## src/common/macplus_config.svh

```systemverilog
// default sizes and offsets for the glue layer
// counter widths, hold times, floppy image sizes and sdram regions
`ifndef MACPLUS_CONFIG_SVH
`define MACPLUS_CONFIG_SVH

// reset stretch counter width
`define CFG_RESET_BITS 16

// activity led hold in clk_sys cycles
`define CFG_ACT_HOLD 1000000

// block device acks seen before turbo may be enabled
`define CFG_TURBO_ACKS 20

// ========================================
// floppy images, counted in words
// ========================================
`define CFG_DSK_DS_WORDS 409600
`define CFG_DSK_SS_WORDS 204800

// word offsets of the disk images behind the os rom
`define CFG_DSK1_BASE 21'h080000
`define CFG_DSK2_BASE 21'h100000

// ========================================
// sdram layout
// ========================================
// region prefix in front of the 21 bit download word address
`define CFG_DL_REGION 4'b0001

`endif
```

## src/common/macplus_pkg.sv

```systemverilog
// shared types for the compact computer glue layer
// download kinds, loader states and the packed buses between blocks
`default_nettype none

package macplus_pkg;

  // kind of image the host is downloading
  typedef enum logic [1:0] {
    dl_os_rom   = 2'd0,
    dl_disk_int = 2'd1,
    dl_disk_ext = 2'd2
  } dl_index_e;

  // loader write pacing
  typedef enum logic [1:0] {
    load_idle,
    load_pending,
    load_writing
  } load_state_e;

  typedef struct packed {
    logic cep;
    logic cen;
    logic cel;
    logic cepix;
  } clk_en_t;

  // cpu side memory request, strobes and enables active low
  typedef struct packed {
    logic [21:0] addr;
    logic [15:0] wdata;
    logic        uds_n;
    logic        lds_n;
    logic        rom_oe_n;
    logic        ram_oe_n;
    logic        ram_we_n;
  } cpu_mem_t;

  typedef struct packed {
    logic [24:0] addr;
    logic [15:0] din;
    logic [1:0]  ds;
    logic        we;
    logic        oe;
  } sdram_req_t;

  typedef struct packed {
    logic [20:0] addr;
    logic [15:0] data;
    logic        wr;
  } dl_word_t;

  typedef struct packed {
    logic       osd_reset;
    logic       menu_reset;
    logic       turbo;
    logic [1:0] mem_sel;
  } host_ctrl_t;

  // index 0 is the internal drive, index 1 the external one
  typedef struct packed {
    logic [1:0] inserted;
    logic [1:0] dbl_sided;
  } disk_state_t;

endpackage

`default_nettype wire

```

## src/verilog/macplus_io_top.sv

```systemverilog
// glue layer top level
// clock enables, reset, image loader, sdram select and drive status
`timescale 1ns/1ps
`default_nettype none
`include "macplus_config.svh"

module macplus_io_top #(
  parameter int RESET_BITS = `CFG_RESET_BITS,
  parameter int ACT_HOLD   = `CFG_ACT_HOLD
) (
  input  wire                      clk_sys,
  input  wire                      RESET,
  input  wire                      pll_locked_i,
  input  macplus_pkg::host_ctrl_t  ctrl_i,
  input  wire                      user_button_i,
  input  wire                      cpu_reset_out_n_i,
  // host download
  input  wire                      ioctl_wr_i,
  input  wire [24:0]               ioctl_addr_i,
  input  wire [7:0]                ioctl_data_i,
  input  macplus_pkg::dl_index_e   dl_index_i,
  input  wire                      dl_active_i,
  output wire                      ioctl_wait_o,
  // bus control and memory side
  input  wire                      dio_slot_i,
  input  macplus_pkg::cpu_mem_t    cpu_mem_i,
  input  wire [1:0]                disk_ack_i,
  input  wire [15:0]               sdram_data_i,
  output macplus_pkg::sdram_req_t  sdram_req_o,
  output wire [15:0]               cpu_data_o,
  // floppy and block device
  input  wire [1:0]                disk_eject_i,
  input  wire [1:0]                disk_motor_i,
  input  wire [1:0]                disk_act_i,
  input  wire                      sd_ack_i,
  output macplus_pkg::clk_en_t     clk_en_o,
  output wire                      sys_reset_n_o,
  output wire [1:0]                ram_size_o,
  output macplus_pkg::disk_state_t disk_state_o,
  output wire                      turbo_o,
  output wire                      led_user_o
);
  import macplus_pkg::*;

  clk_en_t  clk_en;
  dl_word_t dl_word;
  logic     sys_reset_n;

  clk_enable_gen u_clk_en (
    .clk_sys  (clk_sys),
    .RESET    (RESET),
    .clk_en_o (clk_en)
  );

  reset_sequencer #(.RESET_BITS(RESET_BITS)) u_reset (
    .clk_sys           (clk_sys),
    .RESET             (RESET),
    .pll_locked_i      (pll_locked_i),
    .ctrl_i            (ctrl_i),
    .user_button_i     (user_button_i),
    .cpu_reset_out_n_i (cpu_reset_out_n_i),
    .clk_en_i          (clk_en),
    .sys_reset_n_o     (sys_reset_n),
    .ram_size_o        (ram_size_o)
  );

  rom_loader u_loader (
    .clk_sys      (clk_sys),
    .RESET        (RESET),
    .ioctl_wr_i   (ioctl_wr_i),
    .ioctl_addr_i (ioctl_addr_i),
    .ioctl_data_i (ioctl_data_i),
    .dl_index_i   (dl_index_i),
    .dio_slot_i   (dio_slot_i),
    .dl_word_o    (dl_word),
    .ioctl_wait_o (ioctl_wait_o)
  );

  sdram_mux u_mux (
    .dl_active_i  (dl_active_i),
    .dio_slot_i   (dio_slot_i),
    .dl_word_i    (dl_word),
    .cpu_mem_i    (cpu_mem_i),
    .disk_ack_i   (disk_ack_i),
    .sdram_data_i (sdram_data_i),
    .sdram_req_o  (sdram_req_o),
    .cpu_data_o   (cpu_data_o)
  );

  // final host address in words gives the image size
  drive_status #(.ACT_HOLD(ACT_HOLD)) u_drive (
    .clk_sys       (clk_sys),
    .RESET         (RESET),
    .sys_reset_n_i (sys_reset_n),
    .dl_active_i   (dl_active_i),
    .dl_index_i    (dl_index_i),
    .dl_words_i    ({1'b0, ioctl_addr_i[24:1]}),
    .disk_eject_i  (disk_eject_i),
    .disk_motor_i  (disk_motor_i),
    .disk_act_i    (disk_act_i),
    .sd_ack_i      (sd_ack_i),
    .dio_slot_i    (dio_slot_i),
    .turbo_req_i   (ctrl_i.turbo),
    .disk_state_o  (disk_state_o),
    .turbo_o       (turbo_o),
    .led_user_o    (led_user_o)
  );

  assign clk_en_o      = clk_en;
  assign sys_reset_n_o = sys_reset_n;

endmodule

`default_nettype wire

```

## src/verilog/drive_status.sv

```systemverilog
// floppy, turbo and activity status
// latches image presence at download end, delays turbo and drives the user led
`timescale 1ns/1ps
`default_nettype none
`include "macplus_config.svh"

module drive_status #(
  parameter int ACT_HOLD = `CFG_ACT_HOLD
) (
  input  wire                      clk_sys,
  input  wire                      RESET,
  input  wire                      sys_reset_n_i,
  input  wire                      dl_active_i,
  input  macplus_pkg::dl_index_e   dl_index_i,
  input  wire [24:0]               dl_words_i,
  input  wire [1:0]                disk_eject_i,
  input  wire [1:0]                disk_motor_i,
  input  wire [1:0]                disk_act_i,
  input  wire                      sd_ack_i,
  input  wire                      dio_slot_i,
  input  wire                      turbo_req_i,
  output macplus_pkg::disk_state_t disk_state_o,
  output logic                     turbo_o,
  output logic                     led_user_o
);
  import macplus_pkg::*;

  localparam int ACK_W  = $clog2(`CFG_TURBO_ACKS + 1);
  localparam int HOLD_W = $clog2(ACT_HOLD + 1);

  logic              dl_active_q;
  logic [1:0]        dl_end;
  logic              is_ds;
  logic              is_ss;
  disk_state_t       disk_q;
  logic              sd_ack_q;
  logic [ACK_W-1:0]  ack_cnt;
  logic [HOLD_W-1:0] act_timer;
  logic              act_hold;

  // ========================================
  // image detection
  // ========================================
  // image size tells the sides, any other size is no disk
  assign is_ds = (dl_words_i == 25'(`CFG_DSK_DS_WORDS));
  assign is_ss = (dl_words_i == 25'(`CFG_DSK_SS_WORDS));

  assign dl_end[0] = dl_active_q && !dl_active_i && (dl_index_i == dl_disk_int);
  assign dl_end[1] = dl_active_q && !dl_active_i && (dl_index_i == dl_disk_ext);

  always_ff @(posedge clk_sys or posedge RESET) begin
    if (RESET) begin
      dl_active_q <= 1'b0;
      disk_q      <= '0;
    end else begin
      dl_active_q <= dl_active_i;
      for (int i = 0; i < 2; i++) begin
        if (dl_end[i]) begin
          disk_q.inserted[i]  <= is_ds || is_ss;
          disk_q.dbl_sided[i] <= is_ds;
        end
        // eject from the os wins over a finishing download
        if (disk_eject_i[i]) begin
          disk_q.inserted[i]  <= 1'b0;
          disk_q.dbl_sided[i] <= 1'b0;
        end
      end
    end
  end

  assign disk_state_o = disk_q;

  // ========================================
  // turbo delay
  // ========================================
  always_ff @(posedge clk_sys or posedge RESET) begin
    if (RESET) begin
      sd_ack_q <= 1'b0;
      ack_cnt  <= ACK_W'(`CFG_TURBO_ACKS);
      turbo_o  <= 1'b0;
    end else begin
      sd_ack_q <= sd_ack_i;
      if (sd_ack_q && !sd_ack_i && (ack_cnt != '0)) begin
        ack_cnt <= ack_cnt - 1'b1;
      end
      // floppy access means the scsi boot is over
      if (|disk_motor_i) begin
        ack_cnt <= '0;
      end
      if ((ack_cnt == '0) && dio_slot_i) begin
        turbo_o <= turbo_req_i;
      end
      if (!sys_reset_n_i) begin
        turbo_o <= 1'b0;
        ack_cnt <= ACK_W'(`CFG_TURBO_ACKS);
      end
    end
  end

  // activity stretcher for the led
  always_ff @(posedge clk_sys or posedge RESET) begin
    if (RESET) begin
      act_timer <= '0;
      act_hold  <= 1'b0;
    end else begin
      act_hold <= (act_timer != '0);
      if (|disk_act_i) begin
        act_timer <= HOLD_W'(ACT_HOLD);
      end else if (act_timer != '0) begin
        act_timer <= act_timer - 1'b1;
      end
    end
  end

  assign led_user_o = dl_active_i || (act_hold ^ |disk_motor_i);

endmodule

`default_nettype wire

```

## src/verilog/sdram_mux.sv

```systemverilog
// sdram port select between download and cpu memory side
// disk image reads get the addressed byte on both halves
`timescale 1ns/1ps
`default_nettype none
`include "macplus_config.svh"

module sdram_mux (
  input  wire                     dl_active_i,
  input  wire                     dio_slot_i,
  input  macplus_pkg::dl_word_t   dl_word_i,
  input  macplus_pkg::cpu_mem_t   cpu_mem_i,
  input  wire [1:0]               disk_ack_i,
  input  wire [15:0]              sdram_data_i,
  output macplus_pkg::sdram_req_t sdram_req_o,
  output logic [15:0]             cpu_data_o
);
  import macplus_pkg::*;

  logic        download_cycle;
  logic [15:0] disk_byte_data;
  sdram_req_t  cpu_req;
  sdram_req_t  dl_req;

  assign download_cycle = dl_active_i && dio_slot_i;

  // rom and ram share the low space, the rom flag picks the region
  assign cpu_req.addr = {3'b000, !cpu_mem_i.rom_oe_n, cpu_mem_i.addr[21:1]};
  assign cpu_req.din  = cpu_mem_i.wdata;
  assign cpu_req.ds   = {!cpu_mem_i.uds_n, !cpu_mem_i.lds_n};
  assign cpu_req.we   = !cpu_mem_i.ram_we_n;
  assign cpu_req.oe   = !cpu_mem_i.ram_oe_n || !cpu_mem_i.rom_oe_n;

  assign dl_req.addr = {`CFG_DL_REGION, dl_word_i.addr};
  assign dl_req.din  = dl_word_i.data;
  assign dl_req.ds   = 2'b11;
  assign dl_req.we   = dl_word_i.wr;
  assign dl_req.oe   = 1'b0;

  assign sdram_req_o = download_cycle ? dl_req : cpu_req;

  // floppy controller reads bytes, odd address takes the low byte
  assign disk_byte_data = cpu_mem_i.addr[0] ? {2{sdram_data_i[7:0]}} :
                                              {2{sdram_data_i[15:8]}};

  always_comb begin
    if (download_cycle) begin
      cpu_data_o = 16'hffff;
    end else if (|disk_ack_i) begin
      cpu_data_o = disk_byte_data;
    end else begin
      cpu_data_o = sdram_data_i;
    end
  end

  a_we_oe_exclusive: assert final (!(sdram_req_o.we && sdram_req_o.oe))
    else $error("sdram write and output enable both active");

endmodule

`default_nettype wire

```

## src/loader/rom_loader.sv

```systemverilog
// rom and disk image loader
// pairs host bytes into words, maps them into sdram and paces one write per slot
`timescale 1ns/1ps
`default_nettype none
`include "macplus_config.svh"

module rom_loader (
  input  wire                    clk_sys,
  input  wire                    RESET,
  input  wire                    ioctl_wr_i,
  input  wire [24:0]             ioctl_addr_i,
  input  wire [7:0]              ioctl_data_i,
  input  macplus_pkg::dl_index_e dl_index_i,
  input  wire                    dio_slot_i,
  output macplus_pkg::dl_word_t  dl_word_o,
  output logic                   ioctl_wait_o
);
  import macplus_pkg::*;

  load_state_e state;
  logic [7:0]  hi_byte;
  logic [15:0] word_data;
  logic [20:0] word_addr;
  logic [20:0] mapped_addr;
  logic        word_done;
  logic        dl_wr;
  logic        slot_q;

  // ========================================
  // byte pairing and address map
  // ========================================
  always_comb begin
    case (dl_index_i)
      dl_disk_int: mapped_addr = `CFG_DSK1_BASE + ioctl_addr_i[21:1];
      dl_disk_ext: mapped_addr = `CFG_DSK2_BASE + ioctl_addr_i[21:1];
      default:     mapped_addr = ioctl_addr_i[21:1];
    endcase
  end

  // even address holds the high byte
  always_ff @(posedge clk_sys) begin
    if (ioctl_wr_i && !ioctl_addr_i[0]) begin
      hi_byte <= ioctl_data_i;
    end
    if (ioctl_wr_i && ioctl_addr_i[0]) begin
      word_data <= {hi_byte, ioctl_data_i};
      word_addr <= mapped_addr;
    end
  end

  always_ff @(posedge clk_sys or posedge RESET) begin
    if (RESET) begin
      word_done <= 1'b0;
    end else begin
      word_done <= ioctl_wr_i && ioctl_addr_i[0];
    end
  end

  // ========================================
  // slot paced write
  // ========================================
  always_ff @(posedge clk_sys or posedge RESET) begin
    if (RESET) begin
      state        <= load_idle;
      ioctl_wait_o <= 1'b0;
      dl_wr        <= 1'b0;
      slot_q       <= 1'b0;
    end else begin
      slot_q <= dio_slot_i;
      case (state)
        load_idle: begin
          if (word_done) begin
            state        <= load_pending;
            ioctl_wait_o <= 1'b1;
          end
        end
        load_pending: begin
          // arm the strobe outside the slot so the next slot sees it whole
          if (!dio_slot_i) begin
            dl_wr <= 1'b1;
            state <= load_writing;
          end
        end
        load_writing: begin
          if (slot_q && !dio_slot_i) begin
            dl_wr        <= 1'b0;
            ioctl_wait_o <= 1'b0;
            state        <= load_idle;
          end
        end
        default: state <= load_idle;
      endcase
    end
  end

  assign dl_word_o = '{addr: word_addr, data: word_data, wr: dl_wr};

  a_host_respects_wait: assert property (@(posedge clk_sys) disable iff (RESET)
    ioctl_wait_o |-> !ioctl_wr_i)
    else $error("host wrote a byte while the loader was waiting");

endmodule

`default_nettype wire

```

## src/verilog/reset_sequencer.sv

```systemverilog
// system reset sequencer
// merges all reset sources, stretches the reset and latches the ram size
`timescale 1ns/1ps
`default_nettype none
`include "macplus_config.svh"

module reset_sequencer #(
  parameter int RESET_BITS = `CFG_RESET_BITS
) (
  input  wire                     clk_sys,
  input  wire                     RESET,
  input  wire                     pll_locked_i,
  input  macplus_pkg::host_ctrl_t ctrl_i,
  input  wire                     user_button_i,
  input  wire                     cpu_reset_out_n_i,
  input  macplus_pkg::clk_en_t    clk_en_i,
  output logic                    sys_reset_n_o,
  output logic [1:0]              ram_size_o
);
  import macplus_pkg::*;

  logic [4:0]            reset_pipe;
  logic                  sync_reset;
  logic                  any_reset;
  logic [RESET_BITS-1:0] rst_cnt;

  // the async reset leaves through a short shift pipe
  always_ff @(posedge clk_sys or posedge RESET) begin
    if (RESET) begin
      reset_pipe <= '1;
    end else begin
      reset_pipe <= {reset_pipe[3:0], 1'b0};
    end
  end

  assign sync_reset = reset_pipe[4];

  assign any_reset = !pll_locked_i || ctrl_i.osd_reset || ctrl_i.menu_reset ||
                     user_button_i || sync_reset || !cpu_reset_out_n_i;

  always_ff @(posedge clk_sys or posedge RESET) begin
    if (RESET) begin
      rst_cnt       <= '1;
      sys_reset_n_o <= 1'b0;
      ram_size_o    <= 2'd3;
    end else if (any_reset) begin
      rst_cnt       <= '1;
      sys_reset_n_o <= 1'b0;
    end else if (|rst_cnt) begin
      if (clk_en_i.cen) begin
        rst_cnt <= rst_cnt - 1'b1;
      end
      // memory option only takes effect across a reset
      ram_size_o <= ctrl_i.mem_sel + 2'd1;
    end else begin
      sys_reset_n_o <= 1'b1;
    end
  end

  a_pll_holds_reset: assert property (@(posedge clk_sys) disable iff (RESET)
    !$past(pll_locked_i) |-> !sys_reset_n_o)
    else $error("system reset released with pll unlocked");

endmodule

`default_nettype wire

```

## src/verilog/clk_enable_gen.sv

```systemverilog
// clock enable divider
// cpu phase strobes every 8 cycles and pixel strobe every 4
`timescale 1ns/1ps
`default_nettype none

module clk_enable_gen (
  input  wire                  clk_sys,
  input  wire                  RESET,
  output macplus_pkg::clk_en_t clk_en_o
);
  import macplus_pkg::*;

  logic [2:0] div;
  clk_en_t    en_q;

  always_ff @(posedge clk_sys or posedge RESET) begin
    if (RESET) begin
      div  <= 3'd0;
      en_q <= '0;
    end else begin
      div       <= div + 3'd1;
      // cen trails cep by half a cpu cycle, cel closes the cycle
      en_q.cep   <= (div == 3'd0);
      en_q.cen   <= (div == 3'd4);
      en_q.cel   <= (div == 3'd7);
      en_q.cepix <= (div[1:0] == 2'd0);
    end
  end

  assign clk_en_o = en_q;

endmodule

`default_nettype wire

```

## config.mk

```make
export PLATFORM = sky130hd
export DESIGN_NAME = macplus_io_top
export DESIGN_NICKNAME = d
export VERILOG_FILES = /design/src/common/macplus_pkg.sv /design/src/verilog/macplus_io_top.sv /design/src/verilog/drive_status.sv /design/src/verilog/sdram_mux.sv /design/src/loader/rom_loader.sv /design/src/verilog/reset_sequencer.sv /design/src/verilog/clk_enable_gen.sv
export VERILOG_INCLUDE_DIRS = /design/src /design/src/common
export SDC_FILE = /design/constraint.sdc
export NUM_CORES = 1
export LEC_CHECK = 0
export BUFFER_PORTS_ARGS = -buffer_cell sky130_fd_sc_hd__buf_2
export CELL_PAD_IN_SITES_DETAIL_PLACEMENT = 0
export CELL_PAD_IN_SITES_GLOBAL_PLACEMENT = 1
export CORE_ASPECT_RATIO = 1.5
export CORE_MARGIN = 4
export CORE_UTILIZATION = 39
export DETAILED_ROUTE_END_ITERATION = 10
export HOLD_SLACK_MARGIN = 0.15
export PLACE_DENSITY_LB_ADDON = 0.1
export SLEW_MARGIN = 20
export SYNTH_ARGS = -nofsm -noshare
export SYNTH_HDL_FRONTEND = slang
export SYNTH_SLANG_ARGS = --single-unit
```

## constraint.sdc

```tcl
create_clock -name clk_sys -period 2.4 [get_ports clk_sys]
set_input_delay 0.36 -clock clk_sys [delete_from_list [all_inputs] [get_ports clk_sys]]
set_output_delay 0.36 -clock clk_sys [all_outputs]
set_load 0.03 [all_outputs]
```

======== Yosys cells after proc, flatten, opt, wreduce, memory -nomap -nowiden ========
Index checks and enable logic that the tools add are counted.
word-level totals
  output and inout bits ................... 75
  register bits after elaboration ......... 115
  input port bits ......................... 116
  word-level logic and storage cells ...... 135
operators by class
  $add $sub $neg .......................... 7
  mux-type cells .......................... 34
  eq/ne operators ......................... 14
  reduce and logical (&&, ||, !) cells .... 51
  bitwise gates (word level) .............. 2
operators by type and width
  operator                  number
  $mux W16                  6
  $mux W42                  1
  $pmux W21 S2              1
  $mux W20                  2
  $eq A24 B18 Y1 const B    1
  $eq A24 B19 Y1 const B    1
  $add A20 B21 Y21 const A  1
  $add A21 B21 Y21 const A  1
  $reduce_bool A20 Y1       1
  $sub A20 B1 Y20 const B   1
  $reduce_or A16 Y1         1
  $sub A16 B1 Y16 const B   1
  $mux W1                   15
  $mux W5                   3
  $reduce_bool A2 Y1        7
  $logic_not A1 Y1          11
  $logic_and A1 B1 Y1       10
  $reduce_and A3 Y1         3
  $logic_or A1 B1 Y1        8
  $ne A2 B1 Y1 const B      4
  $eq A3 B3 Y1 const B      2
  $mux W2                   3
  $pmux W2 S3               1
  $reduce_or A2 Y1          3
  15 further kinds          20

======== Longest topological paths before layout ========
  word-level depth ........................ 8
  depth in mapped cells ................... 7
  gate-level depth less buffers ........... 6

======== Modules after synthesis ========
A second synthesis with hierarchy kept.
unflattened totals
  cell total of the unflattened synthesis .. 494
  area total of the unflattened synthesis .. 5928.2 µm²
by module, submodules not included
  module           area an instance (µm²)  instances  sequential area each (µm²)  cells each
  drive_status     1815.5                  1          828.3                       192
  rom_loader       1687.9                  1          1501.4                      79
  reset_sequencer  1207.4                  1          629.4                       113
  sdram_mux        960.9                   1          0.0                         93
  clk_enable_gen   252.7                   1          175.2                       16
  macplus_io_top   3.8                     1          0.0                         1

======== Least setup slack after synthesis ========
Ideal clock, no wire load.
  path kind ............................... reg-to-reg
  start point ............................. reg u_drive.act_timer[2]
  end point ............................... reg u_drive.act_timer[13]
  slack ................................... 0.335 ns
  clock period less this slack ............ 2.065 ns
  required time ........................... 2.281 ns
  data arrival time ....................... 1.946 ns
  cell stages (with the launch flop) ...... 6
  setup time .............................. 0.119 ns
  path buffers ............................ 1
  path through ............................ dfrtp_1 or4_4 or4_1 buf_2 o31a_1 o21a_1
on the way
  longest elaborated chain between the ends .. 3
  elaborated cells between the ends (all ways) .. 5
  classes of those cells .................. add/sub (1); mux (2); reduce/logical (2)
RTL lines
  item                    RTL line             RTL
  start, declared         drive_status.sv:38   logic [HOLD_W-1:0] act_timer;
  start signal, assigned  drive_status.sv:108  act_timer <= HOLD_W'(ACT_HOLD);
  start signal, assigned  drive_status.sv:110  act_timer <= act_timer - 1'b1;
  $sub A20 B1 Y20         drive_status.sv:110
  $mux W20                drive_status.sv:109  end else if (act_timer != '0) begin
  $mux W20                drive_status.sv:107  if (|disk_act_i) begin
Parallel ways exist; a longest one is shown, timed or not. The select of a mux whose other input is x is not followed.
A chain may end at the register's enable or synchronous reset.

======== Worst setup path after layout ========
Same ends and word-level chain as after synthesis.

==> run summary <==
CP Max Fanout -> 7
WL final -> 16100 um
crit start category -> flip-flop
hpwl dp -> 12200 um
CTS tree -> built
row cnt -> 53
Leakage -> 3.37 nW
Tmin final -> 2190 ps
routed length per instance -> 16.8 um
Gate Count Post-Synth -> 519
most common cell after layout, fill and taps aside -> buf_2
worst min-delay path class -> in2reg
Max Slew Vio Count -> 0
Syn-to-layout area delta -> 37.9%
Inserted Clock Buffers -> 17
Reg2Reg Setup Slack -> 210 ps
largest net degree at the start of global routing -> 58
io pins -> 191
Post-synth ARST share -> 60.9%
M2 GR Usage -> 34.9%
PwrDens -> 730 nW/um2
Worst VDD drop -> 0.000465 V
Synth Cell Area -> 5660 um2
DRC -> 0
initial DRC count -> 163
first-pass GRT wire length -> 25400 um
Die Y-Extent -> 156 um
Finish-stage setup viols -> 0
Worst-path clk slew -> 60 ps
Die W -> 106 um
Final Wtd Congestion -> 0.806
Post-synth EDFFs -> 45
TritonRoute pass-1 iters -> 4
total track usage -> 19.4%
worst-path cell chain -> or4_4 > or4_1 > o31a_1 > o21a_1
critical path type -> reg2reg
Distinct cells, synth -> 55
setup bufs post-CTS -> 0
Vias -> 4918
die area -> 16500 um2
Nets -> 877
GR peak layer -> met2
worst hold slack -> 164 ps
Fillers -> 1274
Max Root-Sink Buffers -> 2
Max Clock Skew -> 7.89 ps
Slew @ Worst Pin -> 743 ps
via count of the first global-routing pass -> 4951
Core Footprint -> 14100 um2
Worst-Skew Late Latency -> 410 ps
Req. time, crit path -> 2700 ps
Synth Warn # -> 0
initial core utilization -> 40.1%
GR Util met3 -> 5.76%
max-cap violations -> 0
commonest non-fill, non-tap cells in the layout -> buf_2 (187), nand2_1 (69), dfrtp_1 (45), edfxtp_1 (45), mux2_2 (39)
total grt overflow -> 0
Arr. time, crit path -> 2500 ps
initial antenna violation count -> 1
synthesized area per cell -> 10.9 um2
FMAX -> 456 MHz
final worst path period share -> 91.4%
unrepaired setup endpoints after global routing -> no
Final ANT Viol Nets -> 0
#FFs+latches synth -> 115
post-cts resize count -> 0
Worst path slowest cell -> or4_4
Via density -> 5.14
layout cells sized above 1 -> 41.0%
Fin. Hold Viols -> 0
Setup TNS -> 0 ps
outcome -> complete, no violations
Top FF cell, synth -> edfxtp_1
IO Port Bufs -> 187
H-tree levels -> 4
CTS Sinks -> 115
Max-Slew Margin vs Limit -> 50.4%
grt met1 use -> 21.6%
Root Buffer -> clkbuf_16
crit end category -> flip-flop
max incr delay on CP -> 590 ps
sequential fraction of the synthesis area -> 55.4%
## path summary, 6_finish.rpt
| kind | start | endpoint | cells past startpoint |
|---|---|---|---|
| min reg2reg | u_reset.reset_pipe[0]$_DFF_PP1_ | u_reset.reset_pipe[1]$_DFF_PP1_ | 0 |
| max in group asynchronous | RESET | u_drive.ack_cnt[4]$_DFFE_PP1P_ | 4 |
| max | u_drive.act_timer[2]$_DFFE_PP0P_ | u_drive.act_timer[13]$_DFFE_PP0P_ | 4 |
| max reg2reg | u_drive.act_timer[2]$_DFFE_PP0P_ | u_drive.act_timer[13]$_DFFE_PP0P_ | 4 |
| min in group asynchronous | RESET | u_drive.act_timer[18]$_DFFE_PP0P_ | 3 |
| min | ioctl_data_i[2] | u_loader.hi_byte[2]$_DFFE_PP_ | 1 |
## worst max-delay path: cells and delay by family (launching register included)
kind,cells,cell delay (ps)
compound gates,2,500
flops,1,430
simple gates,2,1160
## registers in the layout, summed over array words and instances, names as in the netlist, 2 cells and up
name and count:
u_reset.reset_pipe 5, u_drive.ack_cnt 5, u_reset.ram_size_o 2, u_loader.word_addr 21
u_clk_en.clk_en_o 4, u_loader.hi_byte 8, u_clk_en.div 3, u_drive.disk_state_o 4
u_loader.state 2, u_drive.act_timer 20, u_loader.word_data 16, u_reset.rst_cnt 16
## through the flow
step	setup WS, ps	cells	utilization [%]	area [um2]	total power (W)
floorplan	313	522	-	5670	0.00273
global placement	240	895	48.7	6880	0.00301
detailed placement	217	895	48.7	6880	0.00303
CTS	209	956	55.2	7800	0.00576
global route	115	957	55.3	7800	0.00593
finish	207	957	55.3	7800	0.00570
## where the power goes
group          internal, W  switching (W)
clock network      0.00175       0.000929
registers          0.00217      0.0000609
logic             0.000307       0.000489
total              0.00422        0.00148
## final cells by class
cell class                      instances  area, um2  share of cell area (%)
Antenna cell                            1       2.50                  0.0321
Clock buffer                           17        425                    5.45
Clock inverter                         15        205                    2.63
Inverter                               16       60.1                   0.769
Multi-Input combinational cell        371       2390                    30.7
Sequential cell                       115       3130                    40.2
Tap cell                              192        240                    3.08
Timing Repair Buffer                  230       1340                    17.2
## repair_timing
action,in CTS,in global routing
endpoints found under the hold margin,49,0
hold buffers,29,0
setup endpoints to repair,0,0
## cell families after synthesis
kind of cell / Yosys count / synth area share (%)
adder cells (fa/ha/maj): 10 / 2.21
other: 1 / 0.0662
buffers and inverters: 36 / 2.61
flip-flops: 115 / 55.4
AND/OR/NAND/NOR: 228 / 22.1
AO/OA/AOI/OAI: 83 / 8.75
XOR/XNOR: 4 / 0.619
multiplexers: 42 / 8.29
## per-layer routing
layer  share of wire (%)  wire (um)  vias to the layer above
met4                 1.9        304                        0
met5                   0          0                        -
li1                    -          -                     2383
met1                  38       6170                     2341
met2                  52       8330                      172
met3                 8.0       1300                       22
## synthesized netlist by cell type (4+ instances only)
cell / number / area, um2
nor3_1: 12 / 60.1
and2_1: 5 / 31.3
ha_1: 10 / 125
a21oi_1: 30 / 150
a211oi_1: 5 / 37.5
a31oi_1: 8 / 50.1
nor4b_1: 4 / 35.0
inv_1: 16 / 60.1
nor2_1: 25 / 93.8
nand4_1: 8 / 50.1
and3_1: 11 / 68.8
nand3_1: 27 / 135
edfxtp_1: 45 / 1350
nand2b_1: 4 / 25.0
dfrtp_1: 45 / 1130
o31ai_1: 5 / 37.5
o21ai_0: 19 / 95.1
dfstp_2: 25 / 657
mux2_2: 39 / 439
or4_1: 9 / 67.6
nor4_1: 11 / 68.8
nand3b_1: 4 / 30.0
and4_1: 6 / 52.6
nand2_1: 70 / 263
clkbuf_1: 15 / 56.3
nor2b_1: 9 / 56.3
or3_1: 5 / 31.3
o21ai_1: 5 / 25.0
Power figures use the tool's default switching activity.
